File: config.mk
export PLATFORM = sky130hd
export DESIGN_NAME = decode_stage
export DESIGN_NICKNAME = d
export VERILOG_FILES = /design/src/decode_pkg.sv /design/src/instr_decoder.sv /design/src/operand_select.sv /design/src/pc_predict.sv /design/src/pipe_register.sv /design/src/decode_stage.sv
export SDC_FILE = /design/constraint.sdc
export NUM_CORES = 1
export LEC_CHECK = 0
export BUFFER_PORTS_ARGS = -buffer_cell sky130_fd_sc_hd__buf_4
export CAP_MARGIN = 20
export CORE_ASPECT_RATIO = 1.75
export CORE_MARGIN = 2
export CORE_UTILIZATION = 47
export DETAILED_ROUTE_END_ITERATION = 12
export PLACE_DENSITY = 0.89
export SLEW_MARGIN = 15
export SYNTH_ARGS = -nofsm -noshare
export SYNTH_HDL_FRONTEND = slang
export SYNTH_SLANG_ARGS = --single-unit
File: constraint.sdc
create_clock -name g_clk -period 4.1 [get_ports g_clk]
set_input_delay 0.205 -clock g_clk [delete_from_list [all_inputs] [get_ports g_clk]]
set_output_delay 0.205 -clock g_clk [all_outputs]
set_load 0.01 [all_outputs]
File: src/decode_pkg.sv
// Shared types and encodings for the RV32I decode stage
// Functional unit bits, micro-op codes, opcodes, operand sources
// and trap causes
package decode_pkg;

    typedef logic [31:0] word_t;     // Data, address or instruction word
    typedef logic [4:0]  reg_addr_t;
    typedef logic [4:0]  uop_t;
    typedef logic [4:0]  fu_t;       // One-hot unit select
    typedef logic [6:0]  opr_src_t;  // One source bit per operand choice
    typedef logic [2:0]  imm_fmt_t;

    // --------------------
    // Functional unit bit positions, bits 3 and 4 reserved
    localparam int FU_ALU = 0;
    localparam int FU_LSU = 1;
    localparam int FU_CFU = 2;

    // --------------------
    // Micro-ops
    localparam uop_t ALU_ADD  = 5'd0;
    localparam uop_t ALU_SUB  = 5'd1;
    localparam uop_t ALU_AND  = 5'd2;
    localparam uop_t ALU_OR   = 5'd3;
    localparam uop_t ALU_XOR  = 5'd4;
    localparam uop_t ALU_SLT  = 5'd5;
    localparam uop_t ALU_SLTU = 5'd6;
    localparam uop_t ALU_SRA  = 5'd7;
    localparam uop_t ALU_SRL  = 5'd8;
    localparam uop_t ALU_SLL  = 5'd9;

    localparam uop_t CFU_BEQ  = 5'd1;
    localparam uop_t CFU_BNE  = 5'd2;
    localparam uop_t CFU_BLT  = 5'd3;
    localparam uop_t CFU_BGE  = 5'd4;
    localparam uop_t CFU_BLTU = 5'd5;
    localparam uop_t CFU_BGEU = 5'd6;
    localparam uop_t CFU_JALI = 5'd7;
    localparam uop_t CFU_JALR = 5'd8;

    // LSU micro-op is a bit field, width sits in bits 2:1
    localparam int         LSU_SIGNED = 0;
    localparam logic [1:0] LSU_BYTE   = 2'd0;
    localparam logic [1:0] LSU_HALF   = 2'd1;
    localparam logic [1:0] LSU_WORD   = 2'd2;
    localparam int         LSU_LOAD   = 3;
    localparam int         LSU_STORE  = 4;

    // --------------------
    // Major opcodes, low two bits included
    localparam logic [6:0] OP_LUI    = 7'b0110111;
    localparam logic [6:0] OP_AUIPC  = 7'b0010111;
    localparam logic [6:0] OP_JAL    = 7'b1101111;
    localparam logic [6:0] OP_JALR   = 7'b1100111;
    localparam logic [6:0] OP_BRANCH = 7'b1100011;
    localparam logic [6:0] OP_LOAD   = 7'b0000011;
    localparam logic [6:0] OP_STORE  = 7'b0100011;
    localparam logic [6:0] OP_IMM    = 7'b0010011;
    localparam logic [6:0] OP_REG    = 7'b0110011;

    // Operand source bit positions
    localparam int OPRA_RS1    = 0;
    localparam int OPRA_PC     = 1;
    localparam int OPRB_RS2    = 2;
    localparam int OPRB_IMM    = 3;
    localparam int OPRC_RS2    = 4;
    localparam int OPRC_PCIM   = 5;
    localparam int OPRC_unused = 6;  // Reserved, always zero

    // Immediate formats
    localparam imm_fmt_t IMM_NONE  = 3'd0;
    localparam imm_fmt_t IMM_I     = 3'd1;
    localparam imm_fmt_t IMM_S     = 3'd2;
    localparam imm_fmt_t IMM_B     = 3'd3;
    localparam imm_fmt_t IMM_U     = 3'd4;
    localparam imm_fmt_t IMM_J     = 3'd5;
    localparam imm_fmt_t IMM_SHAMT = 3'd6;

    // Trap causes, carried in the rd field
    localparam reg_addr_t TRAP_IACCESS = 5'd1;
    localparam reg_addr_t TRAP_IOPCODE = 5'd2;

endpackage

File: src/instr_decoder.sv
`timescale 1ns/1ns
// RV32I instruction decoder
// Classifies a 32-bit word as ALU, LSU or CFU work and picks the micro-op,
// register addresses, immediate format, operand sources and trap
module instr_decoder import decode_pkg::*; (
    input  word_t     s1_data,
    input  logic      s1_valid,
    input  logic      s1_error,
    output fu_t       fu,
    output uop_t      uop,
    output reg_addr_t rd,
    output reg_addr_t rs1_addr,
    output reg_addr_t rs2_addr,
    output imm_fmt_t  imm_fmt,
    output opr_src_t  opr_src,
    output logic      trap,
    output logic      predict
);

    logic [6:0] opcode;
    logic [2:0] funct3;
    logic [6:0] funct7;
    logic [1:0] lsu_width;
    logic       legal;     // Encoding recognised
    logic       has_rd;    // Writes a destination register
    logic       pred_dec;
    fu_t        fu_dec;

    assign opcode   = s1_data[6:0];
    assign funct3   = s1_data[14:12];
    assign funct7   = s1_data[31:25];
    assign rs1_addr = s1_data[19:15];
    assign rs2_addr = s1_data[24:20];

    // ALU op from funct3, alt picks SUB or SRA
    function automatic uop_t alu_uop(input logic [2:0] f3, input logic alt);
        uop_t u;
        case (f3)
            3'b000:  u = alt ? ALU_SUB : ALU_ADD;
            3'b001:  u = ALU_SLL;
            3'b010:  u = ALU_SLT;
            3'b011:  u = ALU_SLTU;
            3'b100:  u = ALU_XOR;
            3'b101:  u = alt ? ALU_SRA : ALU_SRL;
            3'b110:  u = ALU_OR;
            default: u = ALU_AND;
        endcase
        return u;
    endfunction

    always_comb begin
        case (funct3[1:0])
            2'b00:   lsu_width = LSU_BYTE;
            2'b01:   lsu_width = LSU_HALF;
            default: lsu_width = LSU_WORD;
        endcase
    end

    always_comb begin
        fu_dec   = '0;
        uop      = '0;
        imm_fmt  = IMM_NONE;
        opr_src  = '0;
        legal    = 1'b1;
        has_rd   = 1'b1;
        pred_dec = 1'b0;
        case (opcode)
            OP_LUI: begin
                fu_dec[FU_ALU]    = 1'b1;
                uop               = ALU_OR;   // Zero OR immediate
                imm_fmt           = IMM_U;
                opr_src[OPRB_IMM] = 1'b1;
            end
            OP_AUIPC: begin
                fu_dec[FU_ALU]    = 1'b1;
                uop               = ALU_ADD;
                imm_fmt           = IMM_U;
                opr_src[OPRA_PC]  = 1'b1;
                opr_src[OPRB_IMM] = 1'b1;
            end
            OP_REG: begin
                fu_dec[FU_ALU]    = 1'b1;
                uop               = alu_uop(funct3, funct7[5]);
                opr_src[OPRA_RS1] = 1'b1;
                opr_src[OPRB_RS2] = 1'b1;
                legal = funct7 == 7'b0000000 ||
                        (funct7 == 7'b0100000 && (funct3 == 3'b000 || funct3 == 3'b101));
            end
            OP_IMM: begin
                fu_dec[FU_ALU]    = 1'b1;
                uop               = alu_uop(funct3, funct3 == 3'b101 && funct7[5]);
                opr_src[OPRA_RS1] = 1'b1;
                opr_src[OPRB_IMM] = 1'b1;
                imm_fmt           = IMM_I;
                if (funct3[1:0] == 2'b01) begin   // Shifts by immediate
                    imm_fmt = IMM_SHAMT;
                    legal   = funct7 == 7'b0000000 ||
                              (funct3 == 3'b101 && funct7 == 7'b0100000);
                end
            end
            OP_LOAD: begin
                fu_dec[FU_LSU]      = 1'b1;
                uop[LSU_LOAD]       = 1'b1;
                uop[LSU_SIGNED]     = !funct3[2] && funct3[1:0] != 2'b10;
                uop[2:1]            = lsu_width;
                imm_fmt             = IMM_I;
                opr_src[OPRA_RS1]   = 1'b1;
                opr_src[OPRB_IMM]   = 1'b1;
                legal = funct3 != 3'b011 && funct3[2:1] != 2'b11;
            end
            OP_STORE: begin
                fu_dec[FU_LSU]      = 1'b1;
                uop[LSU_STORE]      = 1'b1;
                uop[2:1]            = lsu_width;
                imm_fmt             = IMM_S;
                opr_src[OPRA_RS1]   = 1'b1;
                opr_src[OPRB_IMM]   = 1'b1;
                opr_src[OPRC_RS2]   = 1'b1;  // Store data
                has_rd              = 1'b0;
                legal = !funct3[2] && funct3[1:0] != 2'b11;
            end
            OP_BRANCH: begin
                fu_dec[FU_CFU]      = 1'b1;
                imm_fmt             = IMM_B;
                opr_src[OPRA_RS1]   = 1'b1;
                opr_src[OPRB_RS2]   = 1'b1;
                opr_src[OPRC_PCIM]  = 1'b1;
                has_rd              = 1'b0;
                pred_dec            = 1'b1;
                legal               = funct3[2:1] != 2'b01;
                case (funct3)
                    3'b000:  uop = CFU_BEQ;
                    3'b001:  uop = CFU_BNE;
                    3'b100:  uop = CFU_BLT;
                    3'b101:  uop = CFU_BGE;
                    3'b110:  uop = CFU_BLTU;
                    default: uop = CFU_BGEU;
                endcase
            end
            OP_JAL: begin
                fu_dec[FU_CFU]      = 1'b1;
                uop                 = CFU_JALI;
                imm_fmt             = IMM_J;
                opr_src[OPRC_PCIM]  = 1'b1;
                pred_dec            = 1'b1;
            end
            OP_JALR: begin
                fu_dec[FU_CFU]      = 1'b1;
                uop                 = CFU_JALR;
                imm_fmt             = IMM_I;
                opr_src[OPRA_RS1]   = 1'b1;
                opr_src[OPRB_IMM]   = 1'b1;
                legal               = funct3 == 3'b000;
            end
            default: legal = 1'b0;
        endcase
    end

    assign fu      = legal ? fu_dec : '0;
    assign predict = legal && pred_dec;
    assign trap    = s1_valid && (s1_error || !legal);

    // Illegal opcode wins over a fetch error
    assign rd = trap   ? (legal ? TRAP_IACCESS : TRAP_IOPCODE) :
                has_rd ? s1_data[11:7] : '0;

endmodule

File: src/operand_select.sv
`timescale 1ns/1ns
// Operand selection for the decode stage
// Builds the sign-extended immediate and drives operands A, B and C,
// plus the PC-relative offset used by branches and JAL
module operand_select import decode_pkg::*; (
    input  word_t    s1_data,
    input  imm_fmt_t imm_fmt,
    input  opr_src_t opr_src,
    input  word_t    pc,
    input  word_t    rs1_rdata,
    input  word_t    rs2_rdata,
    output word_t    opr_a,
    output word_t    opr_b,
    output word_t    opr_c,
    output word_t    pc_offset
);

    word_t imm_i;
    word_t imm_s;
    word_t imm_b;
    word_t imm_u;
    word_t imm_j;
    word_t imm_shamt;
    word_t imm;
    word_t pc_target;

    // --------------------
    // Immediate formats
    assign imm_i = {{20{s1_data[31]}}, s1_data[31:20]};
    assign imm_s = {{20{s1_data[31]}}, s1_data[31:25], s1_data[11:7]};
    assign imm_b = {{20{s1_data[31]}}, s1_data[7], s1_data[30:25],
                    s1_data[11:8], 1'b0};
    assign imm_u = {s1_data[31:12], 12'b0};
    assign imm_j = {{12{s1_data[31]}}, s1_data[19:12], s1_data[20],
                    s1_data[30:21], 1'b0};
    assign imm_shamt = {27'b0, s1_data[24:20]};

    always_comb begin
        case (imm_fmt)
            IMM_I:     imm = imm_i;
            IMM_S:     imm = imm_s;
            IMM_B:     imm = imm_b;
            IMM_U:     imm = imm_u;
            IMM_J:     imm = imm_j;
            IMM_SHAMT: imm = imm_shamt;
            default:   imm = '0;
        endcase
    end

    // Only B and J offsets are added to the PC
    assign pc_offset = (imm_fmt == IMM_B || imm_fmt == IMM_J) ? imm : '0;
    assign pc_target = pc + pc_offset;

    // --------------------
    // Operand muxes, unselected operands read as zero
    assign opr_a = {32{opr_src[OPRA_RS1]}}  & rs1_rdata |
                   {32{opr_src[OPRA_PC]}}   & pc;

    assign opr_b = {32{opr_src[OPRB_RS2]}}  & rs2_rdata |
                   {32{opr_src[OPRB_IMM]}}  & imm;

    assign opr_c = {32{opr_src[OPRC_RS2]}}  & rs2_rdata |
                   {32{opr_src[OPRC_PCIM]}} & pc_target;

endmodule

File: src/pc_predict.sv
`timescale 1ns/1ns
// Decode program counter and static branch prediction
// Every branch and JAL is predicted taken and fetch is asked to redirect
module pc_predict import decode_pkg::*; #(
    parameter word_t PC_RESET = 32'h8000_0000
) (
    input  logic  g_clk,
    input  logic  g_resetn,
    input  logic  predict,
    input  logic  s1_valid,
    input  logic  s1_bubble,
    input  logic  stage_busy,
    input  logic  s1_cf_ack,
    input  word_t pc_offset,
    input  logic  cf_req,
    input  logic  cf_ack,
    input  word_t cf_target,
    input  logic  advance,
    output word_t pc,
    output logic  s1_cf_req,
    output word_t s1_cf_target,
    output logic  cf_stall
);

    word_t pc_next;

    assign s1_cf_req    = s1_valid && predict && !s1_bubble && !stage_busy;
    assign s1_cf_target = pc + pc_offset;
    assign cf_stall     = s1_cf_req && !s1_cf_ack;   // Wait for fetch ack

    assign pc_next = predict ? s1_cf_target : pc + 32'd4;

    always_ff @(posedge g_clk) begin
        if (!g_resetn) begin
            pc <= PC_RESET;
        end else if (cf_req && cf_ack) begin
            pc <= cf_target;        // Later-stage redirect wins
        end else if (advance) begin
            pc <= pc_next;
        end
    end

endmodule

File: src/pipe_register.sv
`timescale 1ns/1ns
// One-entry decode to execute stage register
// Holds its item while the next stage is busy, zeroes control on a bubble
module pipe_register import decode_pkg::*; (
    input  logic      g_clk,
    input  logic      g_resetn,
    input  logic      flush,
    input  logic      in_valid,
    input  logic      bubble,
    input  reg_addr_t rd,
    input  uop_t      uop,
    input  fu_t       fu,
    input  logic      trap,
    input  word_t     opr_a,
    input  word_t     opr_b,
    input  word_t     opr_c,
    input  logic      out_busy,
    output logic      busy,
    output logic      s2_valid,
    output reg_addr_t s2_rd,
    output uop_t      s2_uop,
    output fu_t       s2_fu,
    output logic      s2_trap,
    output word_t     s2_opr_a,
    output word_t     s2_opr_b,
    output word_t     s2_opr_c
);

    assign busy = s2_valid && out_busy;

    always_ff @(posedge g_clk) begin
        if (!g_resetn || flush) begin
            s2_valid <= 1'b0;
        end else if (!busy) begin
            s2_valid <= in_valid;
        end
    end

    always_ff @(posedge g_clk) begin
        if (!busy) begin
            s2_rd    <= bubble ? '0 : rd;     // Bubble carries no work
            s2_uop   <= bubble ? '0 : uop;
            s2_fu    <= bubble ? '0 : fu;
            s2_trap  <= bubble ? 1'b0 : trap;
            s2_opr_a <= opr_a;
            s2_opr_b <= opr_b;
            s2_opr_c <= opr_c;
        end
    end

endmodule

File: src/decode_stage.sv
`timescale 1ns/1ns
// Decode stage of the RV32I core
// Decodes one instruction per accepted transfer, predicts branches and JAL
// taken and registers the result for the execute stage
module decode_stage import decode_pkg::*; #(
    parameter word_t PC_RESET = 32'h8000_0000
) (
    input  logic      g_clk,
    input  logic      g_resetn,
    input  logic      s1_valid,
    output logic      s1_busy,
    input  word_t     s1_data,
    input  logic      s1_error,      // Fetch error on this word
    input  logic      s1_flush,
    input  logic      s1_bubble,
    output reg_addr_t s1_rs1_addr,
    output reg_addr_t s1_rs2_addr,
    input  word_t     s1_rs1_rdata,
    input  word_t     s1_rs2_rdata,
    output logic      s1_cf_req,     // Predicted redirect to fetch
    output word_t     s1_cf_target,
    input  logic      s1_cf_ack,
    input  logic      cf_req,        // Redirect from a later stage
    input  word_t     cf_target,
    input  logic      cf_ack,
    output logic      s2_valid,
    input  logic      s2_busy,
    output reg_addr_t s2_rd,
    output word_t     s2_opr_a,
    output word_t     s2_opr_b,
    output word_t     s2_opr_c,
    output uop_t      s2_uop,
    output fu_t       s2_fu,
    output logic      s2_trap
);

    fu_t       dec_fu;
    uop_t      dec_uop;
    reg_addr_t dec_rd;
    imm_fmt_t  dec_imm_fmt;
    opr_src_t  dec_opr_src;
    logic      dec_trap;
    logic      dec_predict;
    word_t     opr_a;
    word_t     opr_b;
    word_t     opr_c;
    word_t     pc_offset;
    word_t     pc;
    logic      stage_busy;
    logic      cf_stall;
    logic      advance;
    logic      in_valid;

    // --------------------
    // Handshake
    assign s1_busy  = stage_busy || s1_bubble || cf_stall;
    assign advance  = s1_valid && !s1_busy;
    assign in_valid = (s1_valid || s1_bubble) && !cf_stall;

    instr_decoder u_decoder (
        .s1_data  (s1_data),
        .s1_valid (s1_valid),
        .s1_error (s1_error),
        .fu       (dec_fu),
        .uop      (dec_uop),
        .rd       (dec_rd),
        .rs1_addr (s1_rs1_addr),
        .rs2_addr (s1_rs2_addr),
        .imm_fmt  (dec_imm_fmt),
        .opr_src  (dec_opr_src),
        .trap     (dec_trap),
        .predict  (dec_predict)
    );

    operand_select u_operands (
        .s1_data   (s1_data),
        .imm_fmt   (dec_imm_fmt),
        .opr_src   (dec_opr_src),
        .pc        (pc),
        .rs1_rdata (s1_rs1_rdata),
        .rs2_rdata (s1_rs2_rdata),
        .opr_a     (opr_a),
        .opr_b     (opr_b),
        .opr_c     (opr_c),
        .pc_offset (pc_offset)
    );

    pc_predict #(
        .PC_RESET (PC_RESET)
    ) u_pc (
        .g_clk        (g_clk),
        .g_resetn     (g_resetn),
        .predict      (dec_predict),
        .s1_valid     (s1_valid),
        .s1_bubble    (s1_bubble),
        .stage_busy   (stage_busy),
        .s1_cf_ack    (s1_cf_ack),
        .pc_offset    (pc_offset),
        .cf_req       (cf_req),
        .cf_ack       (cf_ack),
        .cf_target    (cf_target),
        .advance      (advance),
        .pc           (pc),
        .s1_cf_req    (s1_cf_req),
        .s1_cf_target (s1_cf_target),
        .cf_stall     (cf_stall)
    );

    pipe_register u_pipe (
        .g_clk    (g_clk),
        .g_resetn (g_resetn),
        .flush    (s1_flush),
        .in_valid (in_valid),
        .bubble   (s1_bubble),
        .rd       (dec_rd),
        .uop      (dec_uop),
        .fu       (dec_fu),
        .trap     (dec_trap),
        .opr_a    (opr_a),
        .opr_b    (opr_b),
        .opr_c    (opr_c),
        .out_busy (s2_busy),
        .busy     (stage_busy),
        .s2_valid (s2_valid),
        .s2_rd    (s2_rd),
        .s2_uop   (s2_uop),
        .s2_fu    (s2_fu),
        .s2_trap  (s2_trap),
        .s2_opr_a (s2_opr_a),
        .s2_opr_b (s2_opr_b),
        .s2_opr_c (s2_opr_c)
    );

endmodule

==> reports/metrics.csv, run 1 <==
metric;value;unit
pwr-share-comb;19.6;%
num_vias;10200;
wl_per_cell;23.4;um
drt_first_pass_iters;6;
final_hold_viol_count;0;
startpoint_type;input port;
post-route-drc-count;0;
required;3.89;ns
grt-ovfl-total;0;
setup_viol;0;
cts_sinks;143;
switching_share;28.6;%
grt_pass1_wl;55.3;mm
clockPowerShare;37.7;%
drive_gt1_share;36.0;%
grt_start_max_net_pins;44;
yosysWarnings;0;
syn_avg_cell_area;9.55;um^2
syn_area;9460;um^2
max-vdd-ir-drop;0.275;mV
synthArstFlopShare;0;%
crit_top_cell;buf_4;
clk-insertion-delay-late;0.43;ns
crit_path_max_fanout;6;
slowest_stage;a2111oi_1;
fin_area;13300;um^2
place_inst;1568;
synth_top_area_share;34.9;%
gp_congestion;1.09;
port_buffers;292;
slew-limit-headroom;35.3;%
cts_tree;yes;
power_density;301;nW/um^2
dpl_cell_area;12500;um^2
worstSetupPathType;input port to output port;
fin_crit_sh;98.1;%
syn_to_final_growth;40.3;%
synth_top_cell_by_area;edfxtp_1;
ys.flop_type;edfxtp_1;
layout.cells.non_filler;1605;
dp_slack;-0.160;ns
die_x;111;um
clk_pin_slew_worst_paths;0.06;ns
numCtsBuffers;17;
antenna_found_initial;0;
min_period;4.02;ns
grt_pass1_vias;9824;
max_cap_viol_count;0;
cts.htree.levels;4;
hpwlAfterDp;28.8;mm
drv_slew;0;
start_util;47.9;%
placementRows;68;
die_h;192;um
ioPinCount;295;
max_stage_delay;0.46;ns
ctsRootBufferMaster;clkbuf_16;
power.switching;1.14;mW
layout.nets;1518;
outcome;complete, no violations;
synth_cells;991;
hold_ws;0.0521;ns
p_seq_share;42.7;%
worstPathArrival;3.82;ns
drtAntennaViolNets;0;
drt_iter0_markers;882;
ys_top_cells_by_area;edfxtp_1, a22o_1, dfxtp_1, ha_1, a21oi_1;
fillers;1570;
holdCritPathClass;input port to register;
antennaDiodeCount;0;
fmax;0.249;GHz
crit_path_end_kind;output port;
ys_ff_latch;143;
grt_usage;33.6;%
synth_edf_count;110;
final_common_cell;buf_4;
clockBufferDepth;2;
skew;0.0123;ns
power;4.00;mW
core;19700;um^2
dieArea;21300;um^2
setup_ws;0.0788;ns
cp_cell_sequence;buf_4, or3_4, buf_4, nor2_1, a31oi_1, nor2_2, buf_4, a22o_1, and2_1, ha_1, o21a_1, o31ai_1, buf_4, o21ai_0, buf_4, a2111oi_1, a211oi_1, xor2_1, buf_4, buf_4;
worstMarginPinSlew;0.967;ns
final_cell_mix;buf_4, edfxtp_1, a22o_1;
viasPerCell;6.37;
synth_cell_type_count;71;
routed_wl;37.6;mm
ys_seq_area_share;41.9;%
leakage;6.04;nW
rsz0062_at_grt;true;
internal-power;2.86;mW
## final cells by class
class / count / area [um^2] / share of cell area (%)
multi-input cells: 757 / 5310 / 40.0
flip-flops and latches: 143 / 3960 / 29.9
repair buffers: 406 / 3050 / 23.0
clock buffers: 20 / 447 / 3.37
well taps: 245 / 307 / 2.31
clock inverters: 12 / 113 / 0.848
inverters: 22 / 82.6 / 0.622
## cells in the mapped netlist (all sizes together), types with 3 or more instances
master	number
a22o	80
a2111oi	3
nor4	7
nand2b	5
dfxtp	33
o21a	9
a41oi	3
nand3	29
a211oi	8
nor2	65
xor2	21
a221o	11
o21ai	62
and3	18
a22oi	10
inv	22
nand3b	3
o22ai	3
a21o	25
nand2	67
or3	12
o211ai	15
o221ai	7
clkbuf	47
xnor2	27
mux2i	8
nand4	13
o31ai	9
buf	24
nor3	22
or2	3
nor2b	9
ha	32
and2	36
a31oi	19
edfxtp	110
a21oi	76
a221oi	3
## worst paths after layout
kind	to	start	cells past startpoint	slack, ns
max	s1_cf_target[20]	s1_data[6]	20	0.08
min	u_pc.pc[31]	cf_target[31]	3	0.05
max reg2reg	u_pipe.s2_opr_c[20]	u_pc.pc[2]	11	1.03
min reg2reg	u_pc.pc[0]	u_pc.pc[0]	2	0.56
## critical path, delay by kind of cell
family / cells / cell delay [ns]
AOI/OAI and AO/OA: 7 / 1.29
xor gates and xnor gates: 1 / 0.17
adders and majority gates: 1 / 0.28
buffers and inverters: 7 / 1.05
and+or+nand+nor: 4 / 0.80
## through the flow
step,TNS [ns],utilization [%]
finish,0,67.2
global route,-0.372,67.2
CTS,-0.00941,66.1
detailed placement,-0.995,63.2
global placement,-0.147,63.2
floorplan,0,-
## state kept, by name, indices dropped and copies added, names as in the netlist
register and count:
u_pipe.s2_opr_a 32, u_pipe.s2_opr_b 32, u_pipe.s2_trap 1, u_pipe.s2_valid 1
u_pc.pc 32, u_pipe.s2_uop 5, u_pipe.s2_rd 5, u_pipe.s2_opr_c 32
u_pipe.s2_fu 3
## what timing repair did
item / 4_1_cts / 5_1_grt
endpoints found under the setup margin: 6 / 14
resized for setup: 3 / 38
endpoints found under the hold margin: 1 / 0
hold buffers: 1 / 0
gates cloned: 0 / 0
buffers inserted: 0 / 4
pin swaps: 0 / 11
## power by group through the flow
| stage | combinational (mW) | clock [mW] | sequential (mW) |
|---|---|---|---|
| 6_report | 0.782 | 1.51 | 1.71 |
| 5_1_grt | 0.824 | 1.57 | 1.71 |
| 4_1_cts | 0.754 | 1.51 | 1.70 |
| 3_5_place_dp | 0.747 | 0 | 1.73 |
| 3_3_place_gp | 0.735 | 0 | 1.73 |
| 2_1_floorplan | 0.305 | 0 | 1.74 |
## per-layer routing
layer  vias to the layer above  part of all wire (%)  track usage [%]  wire length [um]
met5                         -                     0                0                 0
met4                         0                   7.8             24.3              2930
met3                       172                   7.9             5.74              2950
met2                       692                    50             59.0             18900
met1                      4827                    34             36.4             12800
li1                       4533                     -                -                 -
## logic make-up (layout without fill, tap and decap cells)
| logic type | count (synthesis) | after routing | share of synthesized area, % |
|---|---|---|---|
| simple gates | 298 | 298 | 16.1 |
| xor+xnor | 48 | 48 | 4.44 |
| compound gates | 367 | 367 | 27.7 |
| mux | 8 | 8 | 0.846 |
| flops | 143 | 143 | 41.9 |
| fa+ha+maj | 33 | 33 | 4.44 |
| other cells | 1 | 3 | 0.0396 |
| buf+inv | 93 | 460 | 4.60 |
No activity file was read; power rests on OpenSTA's default activity.
==> inputs of run 2 (changes only) <==
--- a/config.mk
+++ b/config.mk
@@ -6,12 +6,12 @@
 export NUM_CORES = 1
 export LEC_CHECK = 0
 export BUFFER_PORTS_ARGS = -buffer_cell sky130_fd_sc_hd__buf_4
-export CAP_MARGIN = 20
 export CORE_ASPECT_RATIO = 1.75
 export CORE_MARGIN = 2
 export CORE_UTILIZATION = 47
 export DETAILED_ROUTE_END_ITERATION = 12
 export PLACE_DENSITY = 0.89
+export RECOVER_POWER = 25
 export SLEW_MARGIN = 15
 export SYNTH_ARGS = -nofsm -noshare
 export SYNTH_HDL_FRONTEND = slang
==> reports/metrics.csv, run 2 (synthesis results as in run 1) <==
metric;value;unit
drive_gt1_share;28.7;%
drt_iter0_markers;937;
crit_top_cell;buf_4;
viasPerCell;6.39;
max-vdd-ir-drop;0.276;mV
antennaDiodeCount;0;
worstSetupPathType;input port to output port;
worstMarginPinSlew;0.933;ns
layout.cells.non_filler;1605;
grt_pass1_vias;9824;
startpoint_type;input port;
r2r_start;u_pc.pc[2];
numCtsBuffers;17;
fin_crit_sh;97.7;%
dieArea;21300;um^2
pwr-share-comb;18.8;%
outcome;complete, no violations;
clockBufferDepth;2;
cp_cell_sequence;buf_4, or3_4, buf_4, nor2_1, a31oi_1, nor2_2, buf_4, a22o_1, and2_1, ha_1, o21a_1, o31ai_1, buf_4, o21ai_0, buf_4, a2111oi_1, a211oi_1, xor2_1, buf_4, buf_4;
internal-power;2.82;mW
grt_start_max_net_pins;44;
skew;0.0123;ns
num_vias;10300;
die_h;192;um
cts_tree;yes;
power_density;307;nW/um^2
slowest_stage;a2111oi_1;
power;3.96;mW
start_util;47.9;%
cts_sinks;143;
max_cap_viol_count;0;
min_from;cf_target[31];
switching_share;28.9;%
p_seq_share;43.1;%
final_hold_viol_count;0;
cts.htree.levels;4;
hold_ws;0.0442;ns
setup_viol;0;
place_inst;1568;
leakage;5.64;nW
final_common_cell;buf_4;
required;3.89;ns
port_buffers;292;
layout.nets;1518;
wl_per_cell;23.5;um
rsz0062_at_grt;true;
die_x;111;um
final_cell_mix;buf_4, edfxtp_1, clkbuf_1;
placementRows;68;
crit_path_end_kind;output port;
antenna_found_initial;0;
routed_wl;37.7;mm
r2r_slack;1.03;ns
ctsRootBufferMaster;clkbuf_16;
ioPinCount;295;
clockPowerShare;38.1;%
fillers;1678;
clk-insertion-delay-late;0.43;ns
crit_path_max_fanout;6;
slew-limit-headroom;37.8;%
drt_first_pass_iters;6;
post-route-drc-count;0;
syn_to_final_growth;36.3;%
holdPathEnd;u_pc.pc[31];
drtAntennaViolNets;0;
min_period;4.01;ns
max_stage_delay;0.46;ns
reg2reg_depth;11;
holdPathStages;3;
drv_slew;0;
core;19700;um^2
grt-ovfl-total;0;
grt_usage;33.6;%
grt_pass1_wl;55.3;mm
power.switching;1.14;mW
fmax;0.250;GHz
holdCritPathClass;input port to register;
r2r_end;u_pipe.s2_opr_c[20];
gp_congestion;1.09;
worstPathArrival;3.80;ns
hpwlAfterDp;28.8;mm
clk_pin_slew_worst_paths;0.06;ns
==> run 2: cell count changes in the layout (fill, tap and decap cells not counted), sizes merged <==
cell / delta
clkbuf: +99
buf: -99
==> run 2: cell type report <==
type	count	area, um^2	area share [%]
multi-input combinational	757	5310	41.2
tap	245	307	2.38
clock inverter	12	113	0.873
clock buffer	20	447	3.46
timing repair buffer	406	2680	20.8
inverter	22	82.6	0.640
sequential	143	3960	30.7
==> run 2: per-layer routing <==
layer	track usage (%)	wire (um)	vias to the layer above
met5	0	0	-
li1	-	-	4531
met2	59.0	18800	709
met4	24.3	3010	0
met1	36.4	13000	4828
met3	5.74	2890	184
==> run 2: power by group through the flow <==
stage	Combinational (mW)	Clock, mW	Sequential [mW]
detailed placement	0.747	0	1.73
floorplan	0.305	0	1.74
finish	0.745	1.51	1.71
global placement	0.735	0	1.73
global route	0.787	1.57	1.71
CTS	0.754	1.51	1.70
==> run 2: critical path: cells and delay by family <==
family / cells / cell delay, ns
simple gates: 4 / 0.81
buf+inv: 7 / 1.04
compound gates: 7 / 1.29
xor+xnor: 1 / 0.17
fa+ha+maj: 1 / 0.28
==> run 2: timing repair <==
item | CTS | global route
setup buffers | 0 | 4
cloned | 0 | 0
hold endpoints to repair | 1 | 0
setup endpoints to repair | 6 | 14
hold buffers | 1 | 0
pin swaps | 0 | 11
gates resized for setup | 3 | 38
==> run 2: worst max-delay path by stage <==
stage               cells after the start        from                  end
finish                                 20  s1_data[6]     s1_cf_target[20]
floorplan                              18  s1_data[2]  u_pipe.s2_opr_c[22]
detailed placement                     18  s1_data[6]  u_pipe.s2_opr_c[20]
global route                           18  s1_data[6]     s1_cf_target[28]
global placement                       18  s1_data[6]  u_pipe.s2_opr_c[20]
CTS                                    20  s1_data[6]     s1_cf_target[25]
==> run 2: stage by stage <==
step | cell area (um^2) | util (%) | setup TNS [ns] | setup WS, ns
after floorplan | 9480 | - | 0 | 0.0536
after global placement | 12500 | 63.2 | -0.147 | -0.0759
after detailed placement | 12500 | 63.2 | -0.995 | -0.160
final | 12900 | 65.4 | 0 | 0.0934
after global routing | 12900 | 65.4 | -0.372 | -0.0896
after CTS | 13100 | 66.1 | -0.00941 | -0.00941
==> inputs of run 3 (changes only) <==
--- a/config.mk
+++ b/config.mk
@@ -7,11 +7,10 @@
 export LEC_CHECK = 0
 export BUFFER_PORTS_ARGS = -buffer_cell sky130_fd_sc_hd__buf_4
 export CORE_ASPECT_RATIO = 1.75
-export CORE_MARGIN = 2
 export CORE_UTILIZATION = 47
 export DETAILED_ROUTE_END_ITERATION = 12
 export PLACE_DENSITY = 0.89
-export RECOVER_POWER = 25
+export RECOVER_POWER = 50
 export SLEW_MARGIN = 15
 export SYNTH_ARGS = -nofsm -noshare
 export SYNTH_HDL_FRONTEND = slang
==> reports/metrics.csv, run 3 (synthesis results as in run 1) <==
metric;value;unit
outcome;finished with violations;
violations;max-capacitance violations, max-slew violations;
drtAntennaViolNets;0;
gp_congestion;0.988;
leakage;5.63;nW
startpoint_type;input port;
skew;0.0108;ns
setup_viol;0;
placementRows;68;
holdCritPathClass;input port to register;
final_common_cell;buf_4;
routed_wl;37.5;mm
dp_slack;-0.157;ns
wl_per_cell;23.2;um
start_util;47.9;%
fillers;1644;
cp_top_family;simple AND/OR/NAND/NOR gates;
grt_pass1_vias;9768;
worstMarginPinSlew;2.16;ns
antenna_found_initial;0;
slowest_stage;nor4_4;
power;4.03;mW
grt_pass1_wl;53.9;mm
numCtsBuffers;17;
num_vias;10300;
dieArea;20700;um^2
drt_iter0_markers;945;
post-route-drc-count;0;
crit_path_max_fanout;8;
syn_to_final_growth;38.0;%
power.switching;1.17;mW
port_buffers;292;
max_cap_viol_count;4;
final_hold_viol_count;0;
clockPowerShare;39.2;%
power_density;309;nW/um^2
worstSetupPathType;input port to output port;
fin_util;66.2;%
required;3.89;ns
grt_start_max_net_pins;44;
crit_path_end_kind;output port;
grt_usage;35.3;%
pwr-share-comb;18.4;%
worstPathArrival;3.80;ns
reg2reg_depth;2;
internal-power;2.87;mW
ioPinCount;295;
fmax;0.250;GHz
cts_sinks;143;
antennaDiodeCount;0;
path_buf_inv;5;
viasPerCell;6.36;
ctsRootBufferMaster;clkbuf_16;
layout.nets;1529;
die_h;190;um
drive_gt1_share;28.6;%
holdPathStages;3;
clk_pin_slew_worst_paths;0.07;ns
fin_crit_sh;97.6;%
switching_share;28.9;%
min_period;4.00;ns
drt_first_pass_iters;6;
cts.htree.levels;4;
p_seq_share;42.4;%
die_x;109;um
core;19700;um^2
slew-limit-headroom;-45.4;%
setup_ws;0.0997;ns
grt-ovfl-total;0;
worst-path-stages;20;
final_cell_mix;buf_4, clkbuf_1, edfxtp_1;
hold_ws;0.0538;ns
max-vdd-ir-drop;0.431;mV
clk-insertion-delay-late;0.43;ns
drv_slew;124;
crit_top_cell;buf_4;
max_stage_delay;0.32;ns
hpwlAfterDp;28.2;mm
cts_tree;yes;
cp_cell_sequence;buf_4, buf_4, nor2b_4, nor4_4, nor2_2, nor2_1, o31ai_2, o21a_2, a21o_1, and2_4, ha_4, nand4_1, buf_4, nor2_4, nand4_1, a21oi_2, nor2_1, xnor2_1, buf_4, buf_4;
clockBufferDepth;2;
## run 3: final timing paths
kind	endpoint	from	slack [ns]
setup reg to reg	u_pipe.s2_opr_b[25]	u_pipe.s2_valid	0.63
hold / removal	u_pc.pc[2]	cf_target[2]	0.05
setup / recovery	s1_cf_target[26]	s1_data[2]	0.1
hold reg to reg	u_pc.pc[0]	u_pc.pc[0]	0.55
## run 3: area by class of cell
| class | instances | area (um^2) | area share, % |
|---|---|---|---|
| Multi-Input combinational cell | 757 | 5420 | 41.5 |
| Sequential cell | 143 | 3960 | 30.4 |
| Timing Repair Buffer | 417 | 2700 | 20.6 |
| Clock buffer | 18 | 429 | 3.29 |
| Tap cell | 245 | 307 | 2.35 |
| Clock inverter | 14 | 158 | 1.21 |
| Inverter | 22 | 82.6 | 0.632 |
## run 3: power by group through the flow
| stage | registers, mW | clock network [mW] | logic, mW |
|---|---|---|---|
| global route | 1.71 | 1.64 | 0.785 |
| global placement | 1.73 | 0 | 0.729 |
| detailed placement | 1.73 | 0 | 0.739 |
| CTS | 1.70 | 1.59 | 0.749 |
| floorplan | 1.74 | 0 | 0.305 |
| finish | 1.71 | 1.58 | 0.742 |
## run 3: worst min-delay path: cells and delay by family
kind                   cells  cell delay (ns)
AOI/OAI and AO/OA          1             0.07
buffers and inverters      1             0.11
and+or+nand+nor            1             0.05
## run 3: routing by layer
| metal | track usage [%] | vias to the layer above | wire length [um] |
|---|---|---|---|
| met5 | 0 | - | 0 |
| met4 | 26.6 | 0 | 2850 |
| met3 | 4.73 | 164 | 2740 |
| met2 | 60.4 | 719 | 18800 |
| met1 | 39.0 | 4843 | 13100 |
| li1 | - | 4551 | - |
## run 3: per-stage QoR
step | instance area (um^2) | TNS, ns | instances
floorplan | 9480 | 0 | 993
detailed placement | 12500 | -1.83 | 1569
finish | 13100 | 0 | 1616
CTS | 13100 | -0.0342 | 1604
global route | 13100 | -0.00136 | 1616
global placement | 12500 | -0.719 | 1569
## run 3: timing repair
action / CTS / global route
gates cloned: 0 / 0
pin swaps: 2 / 27
resized for setup: 8 / 61
setup buffers: 2 / 11
endpoints found under the hold margin: 1 / 0
endpoints found under the setup margin: 10 / 16
hold buffers: 1 / 0
